**config.mk**
```make
export PLATFORM = sky130hd
export DESIGN_NAME = acc_select
export DESIGN_NICKNAME = d
export VERILOG_FILES = /design/src/common/dispatch_pkg.sv /design/src/hw/acc_select.sv
export VERILOG_INCLUDE_DIRS = /design/src /design/src/common
export SDC_FILE = /design/constraint.sdc
export NUM_CORES = 1
export LEC_CHECK = 0
export BUFFER_PORTS_ARGS = -buffer_cell sky130_fd_sc_hd__buf_2
export CAP_MARGIN = 20
export CORE_MARGIN = 5
export CORE_UTILIZATION = 45
export CTS_BUF_LIST = sky130_fd_sc_hd__clkbuf_4 sky130_fd_sc_hd__clkbuf_8
export CTS_CLUSTER_DIAMETER = 200
export DETAILED_ROUTE_END_ITERATION = 10
export PLACE_DENSITY_LB_ADDON = 0.3
export SETUP_SLACK_MARGIN = 0.5
export SLEW_MARGIN = 10
export SYNTH_ARGS = -nofsm -noshare
export SYNTH_HDL_FRONTEND = slang
export SYNTH_SLANG_ARGS = --single-unit
```
**constraint.sdc**
```tcl
create_clock -name clk -period 2.65 [get_ports clk]
set_input_delay 0.53 -clock clk [delete_from_list [all_inputs] [get_ports clk]]
set_output_delay 0.53 -clock clk [all_outputs]
set_load 0.005 [all_outputs]
```
**src/common/cmd_in_macros.svh**
```systemverilog
// Sizing and header layout shared by the command-input dispatcher.
// The valid flag must stay in the top bit of the header word; the byte
// that gets cleared on retire is derived from ENTRY_VALID_BIT.
`ifndef CMD_IN_MACROS_SVH
`define CMD_IN_MACROS_SVH

// accelerator count and id width
`define MAX_ACCS 16
`define ACC_BITS 4

// 64 words per subqueue, memory address is {acc_id, index}
`define SUBQUEUE_BITS 6
`define QUEUE_ADDR_BITS (`ACC_BITS + `SUBQUEUE_BITS)

// header word field positions
`define ENTRY_VALID_BIT 63
`define CMD_CODE_LSB 32
`define CMD_CODE_BITS 4
`define NUM_ARGS_LSB 8
`define NUM_ARGS_BITS 4

`endif

```
**src/common/dispatch_pkg.sv**
```systemverilog
// Datapath types of the dispatcher: FSM states, memory port requests,
// the selection handed to the dispatch stage and the output stream beat.
`default_nettype none

`include "cmd_in_macros.svh"

package dispatch_pkg;

    typedef enum logic [2:0] {
        IDLE,
        READ_HEADER,
        CHECK_HEADER,
        SEND,
        RETIRE,
        CHECK_NEXT
    } dispatch_state_e;

    // one memory port access, write when any byte enable is set
    typedef struct packed {
        logic                        en;
        logic [7:0]                  be;
        logic [`QUEUE_ADDR_BITS-1:0] addr;
        logic [63:0]                 wdata;
    } mem_req_t;

    typedef struct packed {
        logic [`ACC_BITS-1:0] acc_id;
        logic                 from_internal;
    } dispatch_req_t;

    typedef struct packed {
        logic [63:0]          data;
        logic [`ACC_BITS-1:0] dest;
        logic                 last;
    } stream_beat_t;

endpackage

`default_nettype wire

```
**src/hw/acc_select.sv**
```systemverilog
// Selection stage. Picks the next accelerator to serve while the
// dispatch stage is idle; internal commands take priority, lowest id
// first, then host subqueues are polled round-robin. A host pick does
// not know whether the subqueue holds a command, the dispatch stage
// finds out from the header. Set strobes win over retire clears.
`timescale 1ns/1ns
`default_nettype none

`include "cmd_in_macros.svh"

module acc_select import dispatch_pkg::*; (
    input  wire logic                 clk,
    input  wire logic                 rstn,
    input  wire logic                 nempty_wr,
    input  wire logic [`ACC_BITS-1:0] nempty_addr,
    input  wire logic                 avail_wr,
    input  wire logic [`ACC_BITS-1:0] avail_addr,
    input  wire logic                 dispatch_idle,
    input  wire logic                 retire,
    input  wire logic                 retire_busy,
    input  wire logic                 retire_empty,
    input  wire logic                 retire_skip,
    output logic                      sel_valid,
    output dispatch_req_t             sel
);

    logic [`MAX_ACCS-1:0] avail_q;
    logic [`MAX_ACCS-1:0] nempty_q;
    logic [`ACC_BITS-1:0] rr_ptr;
    logic [`ACC_BITS-1:0] rr_next;
    logic                 try_now;
    logic                 pick_valid;
    dispatch_req_t        pick;

    // one attempt per idle period, sel_valid blocks a second one
    assign try_now = dispatch_idle && !sel_valid;

    assign rr_next = (rr_ptr == `ACC_BITS'(`MAX_ACCS - 1)) ? '0 : rr_ptr + 1'b1;

    always_comb begin
        // host candidate by default
        pick       = '{acc_id: rr_ptr, from_internal: 1'b0};
        pick_valid = avail_q[rr_ptr];
        // descending scan leaves the lowest qualifying id
        for (int i = `MAX_ACCS - 1; i >= 0; i--) begin
            if (nempty_q[i] && avail_q[i]) begin
                pick.acc_id        = `ACC_BITS'(i);
                pick.from_internal = 1'b1;
                pick_valid         = 1'b1;
            end
        end
    end

    always_ff @(posedge clk) begin
        if (!rstn) begin
            avail_q   <= '1;
            nempty_q  <= '0;
            rr_ptr    <= '0;
            sel_valid <= 1'b0;
        end else begin
            sel_valid <= try_now && pick_valid;
            // pointer moves on every host attempt, served or not
            if (try_now && !pick.from_internal) begin
                rr_ptr <= rr_next;
            end
            // sel still names the retiring accelerator here
            if (retire && !retire_skip) begin
                if (retire_busy) begin
                    avail_q[sel.acc_id] <= 1'b0;
                end
                if (retire_empty) begin
                    nempty_q[sel.acc_id] <= 1'b0;
                end
            end
            if (nempty_wr) begin
                nempty_q[nempty_addr] <= 1'b1;
            end
            if (avail_wr) begin
                avail_q[avail_addr] <= 1'b1;
            end
        end
    end

    always_ff @(posedge clk) begin
        if (try_now && pick_valid) begin
            sel <= pick;
        end
    end

endmodule

`default_nettype wire

```
==> results.py, run 1 <==
metrics = {
    "outcome": {
        "outcome": "complete, no violations",
    },
    "cells_and_area": {
        "fin_nets": 277,
        "drive_above_1_share_pct": 16.2,
        "finish.instance_area_mm2": 0.00240,
        "flow.area_growth_from_synthesis_pct": 10.5,
        "postLayoutCoreUtil_pct": 51.2,
        "antennaDiodeCount": 0,
    },
    "critical_path": {
        "worst-setup-path-type": "reg2reg",
        "type_of_element_capturing_the_critical_path": "flip-flop",
        "timing.critical_path.from_type": "flip-flop",
        "cp.required_ps": 2650,
        "worst_ep_arrival_time_ps": 1940,
        "path_max_fanout": 9,
    },
    "synth": {
        "synthesis.instances": 238,
        "synth_enable_flop_cells": 5,
        "async_reset_ff_share_pct": 0,
        "synthesis.nets": 256,
        "synth.most_common_cell": "sky130_fd_sc_hd__dfxtp_1",
        "synth.yosys.warnings": 0,
        "ranking_of_synthesized_cells_by_area": "sky130_fd_sc_hd__dfxtp_1 34%, sky130_fd_sc_hd__o21ai_0 7.6%, sky130_fd_sc_hd__edfxtp_1 6.9%, sky130_fd_sc_hd__a21boi_0 5.5%, sky130_fd_sc_hd__nand2_1 5.2%",
        "synth.lib_cells_used.distinct": 44,
        "post_synth_instance_area_mm2": 0.00217,
        "synthTopCellsByCount": "37 x sky130_fd_sc_hd__dfxtp_1, 33 x sky130_fd_sc_hd__o21ai_0, 30 x sky130_fd_sc_hd__nand2_1",
        "post_synth.cell_area_avg_um2": 9.14,
        "synth_area_leader_cell": "sky130_fd_sc_hd__dfxtp_1",
        "share_of_yosys_cell_area_claimed_by_the_top_area_cell_type_pct": 34.1,
        "synth-seq-cells": 42,
        "yosys_most_used_dff": "sky130_fd_sc_hd__dfxtp_1",
        "share_of_synthesized_area_occupied_by_flip_flops_and_latches_pct": 41.0,
    },
    "power": {
        "worst_ir_drop_vdd_mv": 0.200,
        "static-leakage-power_uw": 0.000816,
        "power_density_mw_per_mm2": 544,
    },
    "cts": {
        "cts_repair_resize_count": 0,
        "cts_root_buf": "sky130_fd_sc_hd__clkbuf_8",
        "cts.htree.levels": 2,
        "cts_tree": "built",
        "cts.path.max_buffers": 2,
        "cts-hold-fix-buffers": 0,
        "clkLatencyLatePin_ps": 300,
        "cts_num_sinks": 42,
        "postCtsSetupRepairBufs": 0,
        "cts-buffers-inserted": 5,
        "clk_transition_reported_paths_ps": 80,
    },
    "sta": {
        "tightest_slew_ps": 641,
        "period_needed_ps": 1940,
        "final_max_slew_viol_count": 0,
        "clock.fmax_mhz": 516,
        "clock_skew_ps": 7.24,
        "rsz_0062_raised_after_global_routing": "false",
        "slew_headroom_pct": 57.3,
        "hold_ws_ps": 506,
        "timing_hold_violations_final": 0,
        "min_period_over_period_pct": 73.1,
        "final-setup-viol-count": 0,
        "setup-tns-final_ps": 0,
    },
    "floorplan": {
        "initial_utilization_pct": 46.3,
        "die-height_um": 79.5,
        "io_pins": 23,
        "die_w_um": 79.5,
        "die_area_mm2": 0.00632,
        "std_cell_rows": 25,
        "coreArea_mm2": 0.00469,
    },
    "global_routing": {
        "grt_start_max_net_pins": 41,
        "grt_overflow_total": 0,
        "antenna_found_initial": 0,
        "grt_pass1_vias": 1785,
        "wire_length_of_the_first_global_routing_pass_um": 9200,
        "groute.usage.overall_pct": 19.0,
    },
    "route": {
        "num_vias": 1982,
        "wl_per_cell_um": 17.7,
        "vias_cell": 6.31,
        "first_pass_iters": 6,
        "remaining_drc_errors": 0,
        "antenna_left": 0,
        "routed_wl_um": 5550,
        "drt_iter0_markers": 165,
    },
    "placed_design": {
        "finalWeightedCongestion": 0.866,
        "hpwlAfterDp_um": 4160,
        "placed_area_mm2": 0.00231,
        "io_buffers": 22,
    },
    "hold_path": {
        "holdCritPathClass": "reg2reg",
    },
    "flow_run": {
        "maxCapViolCount": 0,
    },
}
[report_power, final]
group | leakage (µW) | internal, µW | switching [µW]
logic | 0.000416 | 72.6 | 102
registers | 0.000350 | 670 | 33.5
clock network | 0.0000498 | 218 | 212
[flip-flops by register name, summed over array words and instances, names as in the netlist]
| register | count |
|---|---|
| avail_q | 16 |
| rr_ptr | 4 |
| sel_valid | 1 |
| nempty_q | 16 |
| sel | 5 |
[metal layers]
metal | global-route usage [%] | up-vias | share of wire (%)
met5 | 0 | - | 0
li1 | - | 962 | -
met4 | 8.25 | 0 | 3.5
met3 | 4.63 | 22 | 4.3
met1 | 25.8 | 928 | 46
met2 | 28.4 | 70 | 46
[final cells by class]
type,instances,area (µm²)
Multi-Input combinational cell,185,1230
Timing Repair Buffer,22,110
Fill cell,445,2290
Clock buffer,8,91.3
Inverter,3,11.3
Sequential cell,42,891
Tap cell,54,67.6
[cells by family (layout without fill, tap and decap cells)]
kind of cell / count (synthesis) / count (layout) / share of synthesized area, %
compound gates: 92 / 92 / 28.6
fa+ha+maj: 1 / 1 / 0.575
buf+inv: 11 / 33 / 2.42
flops: 42 / 42 / 41.0
mux: 8 / 8 / 6.73
simple gates: 84 / 84 / 20.7
[path summary, 6_finish.rpt]
| kind | startpoint | end | slack [ps] | cells past startpoint |
|---|---|---|---|---|
| worst max register to register | rr_ptr[1] | sel[2] | 710 | 4 |
| worst min register to register | nempty_q[0] | nempty_q[0] | 510 | 2 |
| worst min-delay path | nempty_q[0] | nempty_q[0] | 510 | 2 |
| worst max-delay path | rr_ptr[1] | sel[2] | 710 | 4 |
[layout by cell type (no fill, tap or decap), drive strengths merged, types with 2 or more instances in the layout]
cell type | Yosys | routed
a22oi | 9 | 9
inv | 3 | 3
nor2 | 10 | 10
nor3 | 2 | 2
o311ai | 6 | 6
or2 | 3 | 3
nor2b | 3 | 3
dfxtp | 37 | 37
nand3b | 7 | 7
nand4b | 2 | 2
edfxtp | 5 | 5
nand2b | 7 | 7
nand2 | 31 | 31
nand3 | 11 | 11
a21boi | 16 | 16
mux4 | 4 | 4
a31oi | 4 | 4
clkbuf | 6 | 8
mux2i | 3 | 3
nand4 | 3 | 3
o21ai | 33 | 33
and3b | 2 | 2
o211ai | 12 | 12
buf | 2 | 22
and2 | 2 | 2
a21oi | 3 | 3
[critical path, cell delays in order (launching register included)]
cell                      delay, ps
sky130_fd_sc_hd__dfxtp_1        510
sky130_fd_sc_hd__mux4_1         590
sky130_fd_sc_hd__mux2_2         280
sky130_fd_sc_hd__nand2_2         70
sky130_fd_sc_hd__a31oi_1        190
[metrics by stage]
stage / setup slack [ps] / power (µW) / std cells
after floorplan: 888 / 826 / 238
after global placement: 758 / 888 / 306
final: 712 / 1310 / 314
after global routing: 598 / 1370 / 314
after CTS: 710 / 1310 / 314
after detailed placement: 717 / 890 / 306
(Power assumes the default switching activity.)
==> run 2, diff against run 1 <==
- ABC_AREA: not set -> 1
- clock period: 2.65 -> 1.7 ns (I/O delays scaled with it)
==> run 2 against run 1 <==
Sequential power increased by 56%. Combinational power increased to 3.6 times the previous value. Critical path depth increased by 6. Die area unchanged. First-iteration DRC count increased by 32%. Worst hold slack got worse by 180 ps. Flip-flop and latch count unchanged.
==> results.py, run 2 <==
metrics = {
    "synth": {
        "synth.most_common_cell": "sky130_fd_sc_hd__nand2_1",
        "synth-seq-cells": 42,
        "synth_enable_flop_cells": 5,
        "synth_area_leader_cell": "sky130_fd_sc_hd__dfxtp_1",
        "fraction_of_the_mapped_netlist_area_in_compound_gates_pct": 18.0,
        "post_synth_fa_ha_maj_area_fraction_pct": 0.575,
        "async_reset_ff_share_pct": 0,
        "synthTopCellsByCount": "80 x sky130_fd_sc_hd__nand2_1, 40 x sky130_fd_sc_hd__o21ai_0, 37 x sky130_fd_sc_hd__dfxtp_1",
        "synthesis.nets": 334,
        "share_of_synthesized_area_occupied_by_flip_flops_and_latches_pct": 41.0,
        "post_synth.cell_area_avg_um2": 6.88,
        "yosys_most_used_dff": "sky130_fd_sc_hd__dfxtp_1",
        "post_synth_xor_area_fraction_pct": 0,
        "ranking_of_synthesized_cells_by_area": "sky130_fd_sc_hd__dfxtp_1 34%, sky130_fd_sc_hd__nand2_1 14%, sky130_fd_sc_hd__o21ai_0 9.2%, sky130_fd_sc_hd__nand3_1 7.8%, sky130_fd_sc_hd__edfxtp_1 6.9%",
        "synth.yosys.warnings": 0,
        "synth_top_family_by_area": "simple AND/OR/NAND/NOR gates",
        "synthesis.instances": 316,
        "synth.lib_cells_used.distinct": 29,
        "post_synth_instance_area_mm2": 0.00217,
        "share_of_yosys_cell_area_claimed_by_the_top_area_cell_type_pct": 34.1,
        "synth_mux_area_share_pct": 1.38,
        "fraction_of_the_mapped_netlist_area_in_simple_logic_gates_pct": 31.8,
    },
    "floorplan": {
        "coreArea_mm2": 0.00469,
        "die_w_um": 79.5,
        "initial_utilization_pct": 46.3,
        "std_cell_rows": 25,
        "io_pins": 23,
        "die-height_um": 79.5,
        "die_area_mm2": 0.00632,
    },
    "cells_and_area": {
        "flow.area_growth_from_synthesis_pct": 35.0,
        "leading_cell_type_in_the_layout_fill_and_taps_excluded": "sky130_fd_sc_hd__nand2_1",
        "antennaDiodeCount": 0,
        "most-common-layout-cells": "45 x sky130_fd_sc_hd__nand2_1, 33 x sky130_fd_sc_hd__nand2_2, 33 x sky130_fd_sc_hd__nand3_1",
        "top_flop_regs": "avail_q x16, nempty_q x16, sel x5",
        "layout.filler_cells": 395,
        "multi_input_area_mm2": 0.00141,
        "final_cell_count_no_fill": 413,
        "drive_above_1_share_pct": 43.5,
        "seqCellArea_um2": 910,
        "fin_nets": 376,
        "postLayoutCoreUtil_pct": 62.6,
    },
    "route": {
        "num_vias": 2345,
        "first_pass_iters": 4,
        "drt_iter0_markers": 218,
        "routed_wl_um": 6610,
        "vias_cell": 5.68,
        "remaining_drc_errors": 0,
        "antenna_left": 0,
        "wl_per_cell_um": 16.0,
    },
    "global_routing": {
        "wire_length_of_the_first_global_routing_pass_um": 10000,
        "grt_overflow_total": 0,
        "grt_start_max_net_pins": 17,
        "groute.usage.overall_pct": 20.6,
        "antenna_found_initial": 0,
        "grt_pass1_vias": 2136,
    },
    "cts": {
        "clkLatencyLatePin_ps": 300,
        "cts_num_sinks": 42,
        "cts-buffers-inserted": 5,
        "cts_tree": "built",
        "cts.htree.levels": 2,
        "cts.path.max_buffers": 2,
        "clk_transition_reported_paths_ps": 90,
        "cts_root_buf": "sky130_fd_sc_hd__clkbuf_8",
        "cts-hold-fix-buffers": 0,
    },
    "critical_path": {
        "worst-setup-path-type": "reg2reg",
        "path_max_fanout": 4,
        "timing.critical_path.from_type": "flip-flop",
        "type_of_element_capturing_the_critical_path": "flip-flop",
        "worst_ep_arrival_time_ps": 1790,
        "cp_cell_sequence": "nand2_2 > nand2_2 > inv_2 > nand3_4 > nor3_4 > nand3_2 > nor2_4 > nand3_2 > o21ai_2 > nor3b_2",
        "critical-path-slowest-cell": "sky130_fd_sc_hd__dfxtp_2",
        "cp.required_ps": 1900,
        "slowest_delay_ps": 350,
    },
    "outcome": {
        "outcome": "complete, no violations",
    },
    "sta": {
        "slew_headroom_pct": 68.3,
        "final-setup-viol-count": 0,
        "period_needed_ps": 1590,
        "rsz_0062_raised_after_global_routing": "true",
        "clock.fmax_mhz": 629,
        "tightest_slew_ps": 472,
        "timing_hold_violations_final": 0,
        "clock_skew_ps": 7.19,
        "setup-tns-final_ps": 0,
        "final_max_slew_viol_count": 0,
        "min_period_over_period_pct": 93.5,
    },
    "hold_path": {
        "holdCritPathClass": "in2reg",
    },
    "placed_design": {
        "dp.cells": 384,
        "io_buffers": 22,
        "hpwlAfterDp_um": 4480,
        "finalWeightedCongestion": 0.946,
    },
    "flow_run": {
        "maxCapViolCount": 0,
    },
    "power": {
        "total_power_uw": 2530,
        "static-leakage-power_uw": 0.00122,
        "power_density_mw_per_mm2": 862,
        "worst_ir_drop_vdd_mv": 0.399,
    },
}
==> run 2: changes by cell type in the layout (fill, tap and decap cells not counted), moves of 16 or more <==
cell	delta
sky130_fd_sc_hd__a21boi_0	-16
sky130_fd_sc_hd__a21oi_1	+17
sky130_fd_sc_hd__nand2_2	+32
sky130_fd_sc_hd__nand3_1	+22
sky130_fd_sc_hd__o21ai_1	+18
sky130_fd_sc_hd__o21ai_2	+21
sky130_fd_sc_hd__inv_1	+19
sky130_fd_sc_hd__o21ai_0	-30
==> run 2: repair_timing <==
item                                    CTS  global route
setup buffers                            14             7
endpoints found under the setup margin   43            50
pin swaps                                11            33
gates resized for setup                  57            92
==> run 2: worst max-delay path, delay by kind of cell, from the launching register on <==
| kind | cells | cell delay, ps |
|---|---|---|
| AOI/OAI and AO/OA | 1 | 210 |
| buffers and inverters | 1 | 70 |
| and+or+nand+nor | 8 | 860 |
| DFF | 1 | 350 |
==> run 2: path summary, 6_finish.rpt <==
kind	cells after the start	slack (ps)	endpoint	from
worst min register to register	2	470	avail_q[13]	avail_q[13]
worst max-delay path	10	110	rr_ptr[3]	avail_q[2]
worst min-delay path	3	320	avail_q[15]	avail_addr[1]
worst max register to register	10	110	rr_ptr[3]	avail_q[2]
==> run 2: area by class of cell <==
type / count / share of cell area, %
clock buffer: 5 / 2.34
clock inverter: 3 / 1.36
inverter: 31 / 4.30
multi-input combinational: 233 / 48.1
sequential: 42 / 31.0
tap: 54 / 2.30
timing repair buffer: 45 / 10.7
==> run 2: metal layers <==
| metal | up-vias | GRT usage, % | share of wire, % |
|---|---|---|---|
| li1 | 1148 | - | - |
| met1 | 1099 | 25.5 | 40 |
| met2 | 74 | 34.1 | 51 |
| met3 | 24 | 5.08 | 5.2 |
| met4 | 0 | 8.59 | 3.4 |
| met5 | - | 0 | 0 |
==> run 2: stage by stage <==
stage                     setup WS [ps]  instance area (µm²)  hold slack, ps
after CTS                           176                 2660             326
final                               110                 2940             324
after detailed placement           60.2                 2340             468
after floorplan                     268                 2200             449
after global routing               4.23                 2940             327
after global placement              112                 2340             465
==> run 2: cells by family after synthesis <==
kind of cell,count (synthesis)
simple gates,155
flops,42
buf+inv,41
compound gates,74
fa+ha+maj,1
mux,3
==> run 2: where the power goes <==
group | switching (µW) | internal, µW | total (µW)
clock network | 361 | 433 | 794
logic | 378 | 256 | 634
registers | 49.6 | 1050 | 1100
total | 789 | 1740 | 2530
