<file path="config.mk">
export PLATFORM = sky130hd
export DESIGN_NAME = cmd_dispatch
export DESIGN_NICKNAME = d
export VERILOG_FILES = /design/src/common/cmd_format_pkg.sv /design/src/common/dispatch_pkg.sv /design/src/cmd_dispatch/cmd_dispatch.sv
export VERILOG_INCLUDE_DIRS = /design/src /design/src/common
export SDC_FILE = /design/constraint.sdc
export NUM_CORES = 1
export LEC_CHECK = 0
export ABC_AREA = 1
export BUFFER_PORTS_ARGS = -buffer_cell sky130_fd_sc_hd__buf_2
export CORE_MARGIN = 2
export CORE_UTILIZATION = 40
export CTS_BUF_LIST = sky130_fd_sc_hd__clkbuf_8 sky130_fd_sc_hd__clkbuf_16
export DETAILED_ROUTE_END_ITERATION = 7
export PLACE_DENSITY_LB_ADDON = 0.12
export SLEW_MARGIN = 20
export SYNTH_ARGS = -nofsm -noshare
export SYNTH_HDL_FRONTEND = slang
export SYNTH_SLANG_ARGS = --single-unit
</file>
<file path="constraint.sdc">
create_clock -name clk -period 2.1 [get_ports clk]
set_input_delay 0.315 -clock clk [delete_from_list [all_inputs] [get_ports clk]]
set_output_delay 0.315 -clock clk [all_outputs]
set_load 0.01 [all_outputs]
</file>
<file path="src/common/cmd_in_macros.svh">
// Sizing and header layout shared by the command-input dispatcher.
// The valid flag must stay in the top bit of the header word; the byte
// that gets cleared on retire is derived from ENTRY_VALID_BIT.
`ifndef CMD_IN_MACROS_SVH
`define CMD_IN_MACROS_SVH

// accelerator count and id width
`define MAX_ACCS 16
`define ACC_BITS 4

// 64 words per subqueue, memory address is {acc_id, index}
`define SUBQUEUE_BITS 6
`define QUEUE_ADDR_BITS (`ACC_BITS + `SUBQUEUE_BITS)

// header word field positions
`define ENTRY_VALID_BIT 63
`define CMD_CODE_LSB 32
`define CMD_CODE_BITS 4
`define NUM_ARGS_LSB 8
`define NUM_ARGS_BITS 4

`endif

</file>
<file path="src/common/cmd_format_pkg.sv">
// Command word format as seen by the dispatcher.
// Only the valid flag, the command code and the argument count are
// interpreted; everything else in the header is carried untouched.
`default_nettype none

`include "cmd_in_macros.svh"

package cmd_format_pkg;

    // codes found in header bits CMD_CODE_LSB and up
    typedef enum logic [`CMD_CODE_BITS-1:0] {
        EXEC_TASK     = 4'h1,
        SETUP_INST    = 4'h2,
        EXEC_PERIODIC = 4'h5
    } cmd_code_e;

    // header word split into its fields, msb first
    typedef struct packed {
        logic                                                    valid;
        logic [`ENTRY_VALID_BIT-`CMD_CODE_LSB-`CMD_CODE_BITS-1:0] payload_hi;
        cmd_code_e                                               code;
        logic [`CMD_CODE_LSB-`NUM_ARGS_LSB-`NUM_ARGS_BITS-1:0]   payload_mid;
        logic [`NUM_ARGS_BITS-1:0]                               num_args;
        logic [`NUM_ARGS_LSB-1:0]                                payload_lo;
    } cmd_header_t;

endpackage

`default_nettype wire

</file>
<file path="src/common/dispatch_pkg.sv">
// Datapath types of the dispatcher: FSM states, memory port requests,
// the selection handed to the dispatch stage and the output stream beat.
`default_nettype none

`include "cmd_in_macros.svh"

package dispatch_pkg;

    typedef enum logic [2:0] {
        IDLE,
        READ_HEADER,
        CHECK_HEADER,
        SEND,
        RETIRE,
        CHECK_NEXT
    } dispatch_state_e;

    // one memory port access, write when any byte enable is set
    typedef struct packed {
        logic                        en;
        logic [7:0]                  be;
        logic [`QUEUE_ADDR_BITS-1:0] addr;
        logic [63:0]                 wdata;
    } mem_req_t;

    typedef struct packed {
        logic [`ACC_BITS-1:0] acc_id;
        logic                 from_internal;
    } dispatch_req_t;

    typedef struct packed {
        logic [63:0]          data;
        logic [`ACC_BITS-1:0] dest;
        logic                 last;
    } stream_beat_t;

endpackage

`default_nettype wire

</file>
<file path="src/cmd_dispatch/cmd_dispatch.sv">
// Dispatch stage. Takes one selection at a time, reads the header at the
// stored subqueue index, streams the whole command and retires it.
// Only host headers are checked for validity; an internal pick implies
// a pending command. Only the header's valid byte is cleared on retire,
// argument words are left in place. Indices wrap inside the subqueue.
`timescale 1ns/1ns
`default_nettype none

`include "cmd_in_macros.svh"

module cmd_dispatch import dispatch_pkg::*, cmd_format_pkg::*; (
    input  wire logic          clk,
    input  wire logic          rstn,
    input  wire logic          sel_valid,
    input  wire dispatch_req_t sel,
    output logic               dispatch_idle,
    output mem_req_t           host_b_req,
    output mem_req_t           int_b_req,
    input  wire logic [63:0]   host_b_rdata,
    input  wire logic [63:0]   int_b_rdata,
    output logic               out_valid,
    output stream_beat_t       out_beat,
    input  wire logic          out_ready,
    output logic               retire,
    output logic               retire_busy,
    output logic               retire_empty,
    output logic               retire_skip
);

    // byte lane holding the entry valid flag
    localparam logic [7:0] VALID_BYTE_BE = 8'h1 << (`ENTRY_VALID_BIT / 8);

    dispatch_state_e state;

    // per-accelerator read position in each queue
    logic [`SUBQUEUE_BITS-1:0] host_idx [`MAX_ACCS];
    logic [`SUBQUEUE_BITS-1:0] int_idx  [`MAX_ACCS];

    logic [`ACC_BITS-1:0]      acc_id;
    logic                      from_internal;
    logic [`SUBQUEUE_BITS-1:0] sel_idx;
    logic [`SUBQUEUE_BITS-1:0] first_idx;
    logic [`SUBQUEUE_BITS-1:0] cur_idx;
    logic [`SUBQUEUE_BITS-1:0] next_idx;
    logic [5:0]                beats_left;
    cmd_code_e                 code_q;
    logic                      skip_q;
    logic                      next_valid;
    logic [63:0]               rdata;
    cmd_header_t               hdr;
    mem_req_t                  port_req;
    logic                      beat_done;

    // words in a command, header included
    function automatic logic [5:0] cmd_length(input cmd_header_t h);
        logic [5:0] arg_words;
        arg_words = {1'b0, h.num_args, 1'b0};
        case (h.code)
            SETUP_INST: return 6'd2;
            EXEC_TASK:  return 6'd3 + arg_words;
            default:    return 6'd4 + arg_words;
        endcase
    endfunction

    assign rdata     = from_internal ? int_b_rdata : host_b_rdata;
    assign hdr       = cmd_header_t'(rdata);
    assign sel_idx   = sel.from_internal ? int_idx[sel.acc_id] : host_idx[sel.acc_id];
    assign next_idx  = cur_idx + 1'b1;
    assign beat_done = out_valid && out_ready;

    assign dispatch_idle = (state == IDLE);
    assign out_valid     = (state == SEND);
    // data comes straight from the memory output register
    assign out_beat      = '{data: rdata, dest: acc_id, last: beats_left == '0};

    assign retire       = (state == CHECK_NEXT);
    assign retire_skip  = retire && skip_q;
    assign retire_busy  = retire && !skip_q && (code_q != SETUP_INST);
    assign retire_empty = retire && !skip_q && from_internal && !next_valid;

    always_comb begin
        port_req = '0;
        case (state)
            READ_HEADER: begin
                port_req.en   = 1'b1;
                port_req.addr = {acc_id, cur_idx};
            end
            SEND: begin
                // fetch the following word only once this one is taken
                if (out_ready) begin
                    port_req.en   = 1'b1;
                    port_req.addr = {acc_id, next_idx};
                end
            end
            RETIRE: begin
                port_req.en    = 1'b1;
                port_req.be    = VALID_BYTE_BE;
                port_req.addr  = {acc_id, first_idx};
                port_req.wdata = '0;
            end
            default: begin
            end
        endcase
    end

    always_comb begin
        host_b_req    = port_req;
        int_b_req     = port_req;
        host_b_req.en = port_req.en && !from_internal;
        int_b_req.en  = port_req.en && from_internal;
    end

    always_ff @(posedge clk) begin
        if (!rstn) begin
            state <= IDLE;
            for (int i = 0; i < `MAX_ACCS; i++) begin
                host_idx[i] <= '0;
                int_idx[i]  <= '0;
            end
        end else begin
            case (state)
                IDLE: begin
                    if (sel_valid) begin
                        state <= READ_HEADER;
                    end
                end
                READ_HEADER: begin
                    state <= CHECK_HEADER;
                end
                CHECK_HEADER: begin
                    if (!from_internal && !hdr.valid) begin
                        state <= CHECK_NEXT;
                    end else begin
                        state <= SEND;
                    end
                end
                SEND: begin
                    if (beat_done && out_beat.last) begin
                        state <= RETIRE;
                    end
                end
                RETIRE: begin
                    // cur_idx already points past the command
                    if (from_internal) begin
                        int_idx[acc_id] <= cur_idx;
                    end else begin
                        host_idx[acc_id] <= cur_idx;
                    end
                    state <= CHECK_NEXT;
                end
                CHECK_NEXT: begin
                    state <= IDLE;
                end
                default: begin
                    state <= IDLE;
                end
            endcase
        end
    end

    always_ff @(posedge clk) begin
        case (state)
            IDLE: begin
                if (sel_valid) begin
                    acc_id        <= sel.acc_id;
                    from_internal <= sel.from_internal;
                    first_idx     <= sel_idx;
                    cur_idx       <= sel_idx;
                end
            end
            CHECK_HEADER: begin
                code_q     <= hdr.code;
                beats_left <= cmd_length(hdr) - 1'b1;
                skip_q     <= !from_internal && !hdr.valid;
            end
            SEND: begin
                if (beat_done) begin
                    cur_idx    <= next_idx;
                    beats_left <= beats_left - 1'b1;
                end
            end
            RETIRE: begin
                // read issued with the last beat returns the next header
                next_valid <= hdr.valid;
            end
            default: begin
            end
        endcase
    end

endmodule

`default_nettype wire

</file>
==> impl_results.md, run 1 <==
* Setup ws final at -235 ps
* Vias per cell at 5.01
* Vias at 11128
* Largest net degree at the start of global routing at around 40
* Number of warnings reported in the yosys synthesis log at 0
* Quantity of I/O buffers inserted on ports at around 240
* First-pass GRT wire length at between 60 and 70 mm
* Post-synthesis instance area at 13300 sq um
* Type of the setup path with the least slack: register to output pin
* Unrepaired setup endpoints after global routing: yes
* Worst endpoint data arrival time at ~2000 ps
* Combinational Power Share at 0.242
* Sw frac at 0.301
* Internal power component at 8.96 mW
* CTS tree: yes
* Number of global-route vias before repair at between 10000 and 15000
* Overflow after GRT at 0
* Switching pwr at 3.85 mW
* Net count, final at between 1500 and 2000
* Row count at 66
* Floorplan die height at 186 um
* Ports at around 380
* Max-cap violations at 0
* Crit path required time at 1780 ps
* Detailed Route WL at 44.0 mm
* H-tree levels at 1
* Buffers plus inverters on the worst setup path at 1
* Post-detailed-route count of antenna-violating nets at 0
* Relative slew margins at 0.550
* Power per cell area at 747 nW/um^2
* Average size of a mapped cell at roughly 9 sq um
* Actual transition at the worst max-transition pin at 675 ps
* Overall global routing resource usage at 0.241
* DR DRC count at 0
* Worst Clk Skew at 18.1 ps
* Final period demand of the worst path at ~2300 ps
* Sequential area share after synthesis at 0.503
* Antenna violations before repair at 5
* Worst setup EP type: output pin
* Post-Route Hold Slack at 120 ps
* Final period util at 1.11
* Leakage power summed over all cells at around 7.5 nW
* Die area at around 35000 sq um
* CP startpoint kind: register
* Minimum setup slack after placement at -44.4 ps
* Area of the core at 32600 sq um
* Setup TNS at -2220 ps
* Cell family contributing the most delay on the critical path: flip-flops
* Count of endpoints failing hold in the final timing report at 0
* Post-DP HPWL at 31.0 mm
* Post-CTS clock slew at the launch and capture registers of the worst setup and hold paths at 60 ps
* Cell total after placement at 2133
* Cells along the critical path: ha_4 -> nand3_2 -> xor2_1 -> a22oi_1 -> o21ai_2 -> buf_6
* Area added between synthesis and finish at 29.0%
* Sink count of the clock tree at 224
* Clock tree root driver cell: sky130_fd_sc_hd__clkbuf_16
* Most frequent standard cell in the layout excluding fill and tap cells: sky130_fd_sc_hd__nand2_1
* Drt first pass iters at 5
* Initial cell density of the core at 0.408
* Number of setup violations in the final report at 36
* Power after layout at about 13 mW
* Clock share of power at 0.348
* Maximum ir drop on the vdd rail at just over 500 uV
* Outcome: finished, violations left
* Cts hold-fix bufs at 0
* Average wire per cell in the routed design at 19.8 um
* Largest stage delay, worst path at around 500 ps
* Final count of pins violating max slew at 0
* Maximum buffer depth of the clock tree at 3
* 1st-iter DRT viols at 895
* Clock insertion delay at the later pin of the skew report at 530 ps
* Sequential fraction of design power at 0.410
* Type of the tightest min-delay check: input port to register
* Number of synthesized register bits at 224
* Syn Inst Count at approximately 1500
* Failing checks: setup timing
* Slowest CP cell: sky130_fd_sc_hd__edfxtp_1
* FMAX at 428 MHz
* Fraction of final layout cells sized beyond drive strength 1 at 0.380
* Number of buffers created by CTS at 26
* Die Width at 186 um
* Number of library cell types mapped by synthesis at between 40 and 50
* Crit Path Max Fanout at 4
* Routability congestion estimate at 0.899
* Final cell count without fillers at roughly 2200
* Leading cell types in the layout, fill and taps excluded: sky130_fd_sc_hd__nand2_1 (294), sky130_fd_sc_hd__edfxtp_1 (221), sky130_fd_sc_hd__buf_2 (191), sky130_fd_sc_hd__nor2_1 (178), sky130_fd_sc_hd__conb_1 (142)
==> power groups by stage <==
stage / Sequential, mW / Clock, mW / Combinational [mW]
after floorplan: 5.30 / 0 / 1.59
after global placement: 5.32 / 0 / 2.42
after detailed placement: 5.33 / 0 / 2.42
after CTS: 5.24 / 4.53 / 2.66
after global routing: 5.27 / 4.71 / 3.29
final: 5.25 / 4.47 / 3.10
==> cells by family (layout without fill, tap and decap cells) <==
kind of cell               count (synthesis)  count (layout)  synth area share
buffers and inverters                    290             474             0.131
DFF                                      224             224             0.503
other                                      1             144          0.000282
xor gates and xnor gates                   6               6           0.00395
and+or+nand+nor                          780             780             0.281
AOI/OAI and AO/OA                        148             148            0.0767
adders and majority gates                  4               4           0.00376
==> registers in the layout (all words and copies together) (netlist names) <==
signal	count
next_valid	1
skip_q	1
state	3
cur_idx	6
acc_id	4
int_idx	96
beats_left	6
code_q	4
host_idx	96
first_idx	6
from_internal	1
==> cell type report <==
class	count	area (sq um)
well taps	442	553
diodes	2	5.00
multi-input cells	1080	6000
repair buffers	368	2820
clock buffers	27	676
flip-flops and latches	224	6710
fillers	2971	15500
inverters	58	236
clock inverters	21	169
==> repair_timing <==
action | 4_1_cts | 5_1_grt
setup endpoints to repair | 59 | 125
cloned | 2 | 3
buffers inserted | 24 | 16
pin swaps | 18 | 47
resized for setup | 84 | 198
==> final timing paths <==
| check | startpoint | end | slack [ps] | depth (start not counted) |
|---|---|---|---|---|
| setup / recovery | cur_idx[0] | host_b_req[68] | -240 | 6 |
| hold / removal | host_b_rdata[63] | skip_q | 120 | 2 |
| setup reg to reg | from_internal | beats_left[5] | -80 | 15 |
| hold reg to reg | state[0] | state[0] | 610 | 3 |
==> metrics by stage <==
step | utilization | instance area, sq um
3_5_place_dp | 0.455 | 14900
4_1_cts | 0.497 | 16200
3_3_place_gp | 0.455 | 14900
2_1_floorplan | - | 13800
5_1_grt | 0.526 | 17200
6_report | 0.526 | 17200
==> layer usage <==
layer / up-vias / wire (um) / track usage / part of all wire
li1: 5148 / - / - / -
met1: 5407 / 18900 / 0.338 / 0.43
met2: 497 / 21000 / 0.399 / 0.48
met3: 76 / 2910 / 0.0267 / 0.066
met4: 0 / 1120 / 0.0594 / 0.026
met5: - / 0 / 0 / 0
==> cells in the mapped netlist (all sizes together) <==
cell / number / area (sq um)
nand2: 380 / 1760
nor2: 314 / 1500
edfxtp: 221 / 6640
buf: 181 / 1330
nand3: 65 / 330
inv: 53 / 201
clkbuf: 51 / 191
o21ai: 44 / 224
o221ai: 37 / 324
o21bai: 36 / 270
a21oi: 15 / 75.1
nor3: 7 / 57.6
a32oi: 6 / 52.6
and2: 6 / 37.5
clkinv: 5 / 18.8
xor2: 5 / 43.8
ha: 4 / 50.1
or2: 4 / 25.0
a211oi: 3 / 22.5
dfxtp: 3 / 60.1
o211ai: 3 / 22.5
a22oi: 2 / 15.0
a31oi: 1 / 6.26
conb: 1 / 3.75
nand3b: 1 / 7.51
nand4: 1 / 6.26
nor3b: 1 / 7.51
nor4: 1 / 6.26
o31ai: 1 / 7.51
xnor2: 1 / 8.76
Power figures use the tool's default switching activity.
==> inputs of run 2 (changes only) <==
--- a/config.mk
+++ b/config.mk
@@ -8,12 +8,12 @@
 export LEC_CHECK = 0
 export ABC_AREA = 1
 export BUFFER_PORTS_ARGS = -buffer_cell sky130_fd_sc_hd__buf_2
-export CORE_MARGIN = 2
+export CORE_MARGIN = 5
 export CORE_UTILIZATION = 40
 export CTS_BUF_LIST = sky130_fd_sc_hd__clkbuf_8 sky130_fd_sc_hd__clkbuf_16
 export DETAILED_ROUTE_END_ITERATION = 7
 export PLACE_DENSITY_LB_ADDON = 0.12
-export SLEW_MARGIN = 20
+export SLEW_MARGIN = 10
 export SYNTH_ARGS = -nofsm -noshare
 export SYNTH_HDL_FRONTEND = slang
 export SYNTH_SLANG_ARGS = --single-unit
==> constraint.sdc (replaced) <==
create_clock -name clk -period 2.1 [get_ports clk]
set_input_delay 0.315 -clock clk [delete_from_list [all_inputs] [get_ports clk]]
set_output_delay 0.315 -clock clk [all_outputs]
set_load 0.02 [all_outputs]
==> run 2 against run 1 <==
Against the previous run:
- the flow still finishes with violations (setup timing)
- combinational power rose by 17%
- global-route usage fell by 3.0 points
- worst setup slack got worse by 39 ps
- final cell count rose by 0.41%
- highest routed layer unchanged
==> impl_results.md, run 2 (synthesized netlist as in run 1, its figures left out) <==
* Unrepaired setup endpoints after global routing: yes
* CP startpoint kind: register
* Final period util at 1.13 (+0.0183)
* Minimum setup slack after placement at -16.2 ps (+28.1 ps)
* Top layer reached by signal wires: met4
* Sink count of the clock tree at 224 (unchanged)
* Final period demand of the worst path at 2370 ps (+38.5 ps)
* Leakage power summed over all cells at 7.74 nW (+2.9%)
* 1st-iter DRT viols at 795 (-11%)
* Switching pwr at 4.13 mW (+7.2%)
* Post-detailed-route count of antenna-violating nets at 0 (unchanged)
* Crit path required time at 1780 ps (about the same)
* Number of setup violations in the final report at 56 (+56%)
* Setup TNS at -3380 ps (-1170 ps)
* Max-cap violations at 0 (unchanged)
* Placed cell areas at 14800 sq um (about the same)
* Area added between synthesis and finish at 32.8%
* Type of the setup path with the least slack: register to output pin
* Net count, final at 1915 (+0.84%)
* Post-CTS clock slew at the launch and capture registers of the worst setup and hold paths at 60 ps (about the same)
* Count of endpoints failing hold in the final timing report at 0 (unchanged)
* Relative slew margins at 0.543 (-0.00683)
* Leading cell types in the layout, fill and taps excluded: sky130_fd_sc_hd__nand2_1 (221), sky130_fd_sc_hd__edfxtp_1 (221), sky130_fd_sc_hd__nor2_1 (178), sky130_fd_sc_hd__buf_2 (157), sky130_fd_sc_hd__conb_1 (142)
* FMAX at 421 MHz (-1.6%)
* Final count of pins violating max slew at 0 (unchanged)
* Die area at 37000 sq um (+6.5%)
* Worst endpoint data arrival time at 2060 ps (+40 ps)
* First-pass GRT wire length at 60.0 mm (-6.1%)
* Fraction of final layout cells sized beyond drive strength 1 at 0.418 (+0.0379)
* Post-Route Hold Slack at 77.0 ps (-42.8 ps)
* Drt first pass iters at 5 (unchanged)
* Type of the tightest min-delay check: input port to register
* Post-DP HPWL at 30.0 mm (-3.2%)
* Largest net degree at the start of global routing at 65 (+59%)
* Die Width at 192 um (+3.2%)
* Routability congestion estimate at 0.836 (-7.1%)
* Total inserted antenna cells at 0 (-2)
* Clock share of power at 0.309 (-0.039)
* Ports at 378 (unchanged)
* Clock insertion delay at the later pin of the skew report at 540 ps (about the same)
* Vias at 11083 (-0.40%)
* Average wire per cell in the routed design at 19.9 um (+0.44%)
* H-tree levels at 1 (unchanged)
* Detailed Route WL at 44.3 mm (+0.85%)
* Antenna violations before repair at 2 (-3)
* Area of the core at 32700 sq um (+0.25%)
* Power per cell area at 726 nW/um^2 (-2.8%)
* Worst setup EP type: output pin
* Largest registers: host_idx x96, int_idx x96
* Crit Path Max Fanout at 3 (-1)
* Failing checks: setup timing
* Floorplan die height at 192 um (+3.2%)
* Maximum buffer depth of the clock tree at 3 (unchanged)
* Sequential fraction of design power at 0.408 (-0.002)
* Final cell area excluding filler cells at 17700 sq um (+2.9%)
* Layout fillers at 2948 (-0.77%)
* DR DRC count at 0 (unchanged)
* Row count at 66 (unchanged)
* Internal power component at 8.70 mW (-3.0%)
* Power after layout at 12.8 mW (about the same)
* Wire length on met1 at 18.6 mm (-1.7%)
* Quantity of I/O buffers inserted on ports at 235 (unchanged)
* WHS Path Cells at 1 (-1)
* Setup ws final at -274 ps (-38.5 ps)
* Largest stage delay, worst path at 400 ps (-100 ps)
* Vias per cell at 4.97 (-0.81%)
* Overflow after GRT at 0 (unchanged)
* Maximum ir drop on the vdd rail at 532 uV (+3.7%)
* Cells along the critical path: buf_6 -> nand4_1 -> nor2_1 -> xor2_1 -> nand2_1 -> o211ai_1 -> buf_4
* Worst Clk Skew at 26.3 ps (+8.16 ps)
* Total length of routed met3 wires at 3.11 mm (+6.8%)
* Outcome: finished, violations left
* R2R cell count at 15 (unchanged)
* Actual transition at the worst max-transition pin at 685 ps (+10.2 ps)
* Number of buffers created by CTS at 26 (unchanged)
* Combinational Power Share at 0.283 (+0.041)
* Initial cell density of the core at 0.407 (-0.00103)
* Slowest CP cell: sky130_fd_sc_hd__edfxtp_1
* Overall global routing resource usage at 0.211 (-0.0302)
* CTS tree: yes
* Clock tree root driver cell: sky130_fd_sc_hd__clkbuf_16
* Met2 Wirelength at 21.9 mm (+4.1%)
* Sw frac at 0.322 (+0.0213)
* Number of global-route vias before repair at 9980 (-2.7%)
## run 2: worst paths after layout
kind	end	startpoint	slack [ps]
setup reg to reg	beats_left[5]	from_internal	-30
hold reg to reg	state[0]	state[0]	620
setup / recovery	int_b_req[69]	cur_idx[0]	-270
hold / removal	acc_id[1]	sel[2]	80
## run 2: through the flow
step / utilization / cells
floorplan: - / 1594
global placement: 0.454 / 2137
detailed placement: 0.454 / 2137
CTS: 0.491 / 2199
global route: 0.540 / 2231
finish: 0.540 / 2231
## run 2: final cells by class
type | count | area, sq um | share of cell area
multi-input cells | 1080 | 6170 | 0.349
clock inverters | 17 | 78.8 | 0.00446
well taps | 442 | 553 | 0.0313
inverters | 58 | 226 | 0.0128
repair buffers | 384 | 3290 | 0.186
clock buffers | 26 | 651 | 0.0368
flip-flops and latches | 224 | 6700 | 0.379
## run 2: what timing repair did
action,CTS,global route
pin swaps,12,60
endpoints found under the setup margin,81,81
hold buffers,0,0
gates resized for setup,104,354
buffers inserted,19,19
cloned,1,16
## run 2: layer usage
layer  GRT usage  vias up
met3      0.0297       46
met1       0.295     5415
met5           0        -
met2       0.351      453
li1            -     5169
met4      0.0436        0
## run 2: critical path, delay by kind of cell (launching register included)
| kind | cells | cell delay [ps] |
|---|---|---|
| AND/OR/NAND/NOR | 3 | 360 |
| flip-flops | 1 | 400 |
| AO/OA/AOI/OAI | 1 | 220 |
| XOR/XNOR | 1 | 200 |
| buffers and inverters | 2 | 360 |
## run 2: power groups by stage
stage               sequential, mW  clock (mW)  combinational [mW]
floorplan                     5.30           0                1.87
global placement              5.32           0                2.68
detailed placement            5.32           0                2.69
CTS                           5.23        4.04                2.95
global route                  5.25        4.25                3.86
finish                        5.24        3.96                3.63
==> inputs of run 3 (changes only) <==
--- a/config.mk
+++ b/config.mk
@@ -12,6 +12,7 @@
 export CORE_UTILIZATION = 40
 export CTS_BUF_LIST = sky130_fd_sc_hd__clkbuf_8 sky130_fd_sc_hd__clkbuf_16
 export DETAILED_ROUTE_END_ITERATION = 7
+export HOLD_SLACK_MARGIN = 0.1
 export PLACE_DENSITY_LB_ADDON = 0.12
 export SLEW_MARGIN = 10
 export SYNTH_ARGS = -nofsm -noshare
==> run 3 against run 2 <==
Against the previous run:
- the flow still finishes with violations (setup timing)
- sequential share of layout area is essentially flat
- critical path depth is the same
- clock-buffer cell count is the same
- clock skew shrank 3.4 ps
- worst setup slack gained 8.8 ps
- clock power is essentially flat
- hold slack gained 49 ps
- global-route usage is essentially flat
- die area is the same
- highest routed layer unchanged
==> impl_results.md, run 3 (synthesized netlist as in run 1, its figures left out) <==
* Post-Route Hold Slack at 126 ps (+49.4 ps)
* Post-DP HPWL at 30.0 mm (unchanged)
* Type of the tightest min-delay check: input port to register
* Final cell count without fillers at 2233 (+0.090%)
* Fraction of final layout cells sized beyond drive strength 1 at 0.418 (-0.000467)
* Type of the setup path with the least slack: register to output pin
* Number of buffers created by CTS at 26 (unchanged)
* Worst setup EP type: output pin
* Initial cell density of the core at 0.407 (unchanged)
* First-pass GRT wire length at 60.0 mm (about the same)
* Layout fillers at 2945 (-0.10%)
* Net count, final at 1917 (+0.10%)
* R2R Setup Slk at -40 ps (about the same)
* Total inserted antenna cells at 0 (unchanged)
* Worst endpoint data arrival time at 2050 ps (about the same)
* Worst Clk Skew at 22.9 ps (-3.42 ps)
* Vias at 11124 (+0.37%)
* Leakage power summed over all cells at 7.75 nW (+0.11%)
* Detailed Route WL at 44.4 mm (+0.11%)
* Post-detailed-route count of antenna-violating nets at 0 (unchanged)
* Outcome: finished, violations left
* Average wire per cell in the routed design at 19.9 um (about the same)
* Overall global routing resource usage at 0.211 (about the same)
* Antenna violations before repair at 2 (unchanged)
* Sink count of the clock tree at 224 (unchanged)
* DR DRC count at 0 (unchanged)
* Routability congestion estimate at 0.836 (unchanged)
* Clock tree root driver cell: sky130_fd_sc_hd__clkbuf_16
* Final period util at 1.13 (-0.00419)
* CP startpoint kind: register
* Placed cell areas at 14800 sq um (unchanged)
* Relative slew margins at 0.547 (+0.00326)
* Power after layout at 12.8 mW (about the same)
* Number of setup violations in the final report at 59 (+5.4%)
* Largest registers: host_idx x96, int_idx x96
* Actual transition at the worst max-transition pin at 680 ps (-4.89 ps)
* Drt first pass iters at 5 (unchanged)
* Unrepaired setup endpoints after global routing: yes
* 1st-iter DRT viols at 825 (+3.8%)
* Leading cell types in the layout, fill and taps excluded: sky130_fd_sc_hd__nand2_1 (221), sky130_fd_sc_hd__edfxtp_1 (221), sky130_fd_sc_hd__nor2_1 (178), sky130_fd_sc_hd__buf_2 (157), sky130_fd_sc_hd__conb_1 (142)
* CTS tree: yes
* Crit Path Max Fanout at 3 (unchanged)
* Ports at 378 (unchanged)
* Number of global-route vias before repair at 9990 (+0.10%)
* FMAX at 423 MHz (+0.37%)
* Crit path required time at 1780 ps (about the same)
* H-tree levels at 1 (unchanged)
* Area of the core at 32700 sq um (unchanged)
* Power per cell area at 726 nW/um^2 (about the same)
* Area added between synthesis and finish at 33.0%
* Count of endpoints failing hold in the final timing report at 0 (unchanged)
* Clock insertion delay at the later pin of the skew report at 540 ps (about the same)
* Max-cap violations at 0 (unchanged)
* Maximum ir drop on the vdd rail at 496 uV (-6.9%)
* Floorplan die height at 192 um (unchanged)
* Setup ws final at -265 ps (+8.80 ps)
* Final cell area excluding filler cells at 17700 sq um (+0.11%)
* Final period demand of the worst path at 2360 ps (-8.80 ps)
* Overflow after GRT at 0 (unchanged)
* Row count at 66 (unchanged)
* Cell total after placement at 2137 (unchanged)
* Maximum buffer depth of the clock tree at 3 (unchanged)
* Vias per cell at 4.98 (+0.28%)
* Final count of pins violating max slew at 0 (unchanged)
* Die area at 37000 sq um (unchanged)
* Failing checks: setup timing
* Post-CTS clock slew at the launch and capture registers of the worst setup and hold paths at 60 ps (about the same)
* Die Width at 192 um (unchanged)
* Largest net degree at the start of global routing at 65 (unchanged)
* Quantity of I/O buffers inserted on ports at 235 (unchanged)
==> run 3: stage by stage <==
stage	utilization	setup slack, ps	setup TNS [ps]
2_1_floorplan	-	14.3	0
3_3_place_gp	0.454	45.6	0
3_5_place_dp	0.454	-16.2	-21.0
4_1_cts	0.492	-271	-3590
5_1_grt	0.541	-370	-10120
6_report	0.541	-265	-3530
==> run 3: critical path, stage by stage (launching register included) <==
cell,delay [ps]
sky130_fd_sc_hd__edfxtp_1,400
sky130_fd_sc_hd__buf_6,120
sky130_fd_sc_hd__nand4_1,130
sky130_fd_sc_hd__nor2_1,150
sky130_fd_sc_hd__xor2_1,200
sky130_fd_sc_hd__nand2_1,90
sky130_fd_sc_hd__o211ai_1,210
sky130_fd_sc_hd__buf_4,230
==> run 3: final timing paths <==
kind | start | to | depth (start not counted)
setup reg to reg | from_internal | beats_left[5] | 15
hold reg to reg | state[0] | state[0] | 3
hold / removal | host_b_rdata[63] | skip_q | 2
setup / recovery | cur_idx[0] | int_b_req[69] | 7
==> run 3: area by class of cell <==
cell class,count,area [sq um],share of cell area
clock buffer,26,651,0.0368
inverter,58,226,0.0128
timing repair buffer,386,3310,0.187
sequential,224,6700,0.379
multi-input combinational,1080,6170,0.349
tap,442,553,0.0313
clock inverter,17,78.8,0.00446
==> run 3: layer usage <==
| layer | GRT usage | vias up | wire [um] | part of all wire |
|---|---|---|---|---|
| met3 | 0.0295 | 53 | 3200 | 0.072 |
| met5 | 0 | - | 0 | 0 |
| li1 | - | 5174 | - | - |
| met1 | 0.295 | 5446 | 18600 | 0.42 |
| met4 | 0.0436 | 0 | 782 | 0.018 |
| met2 | 0.352 | 451 | 21800 | 0.49 |
==> run 3: report_power, final <==
group	internal, mW	total, mW	switching [mW]
Sequential	5.14	5.24	0.0905
Clock	2.21	3.96	1.75
Combinational	1.34	3.64	2.30
==> run 3: timing repair <==
action | CTS | global route
endpoints found under the hold margin | 2 | 0
gates resized for setup | 104 | 354
gates cloned | 1 | 16
setup endpoints to repair | 81 | 81
buffers inserted | 19 | 19
pin swaps | 12 | 60
hold buffers | 2 | 0
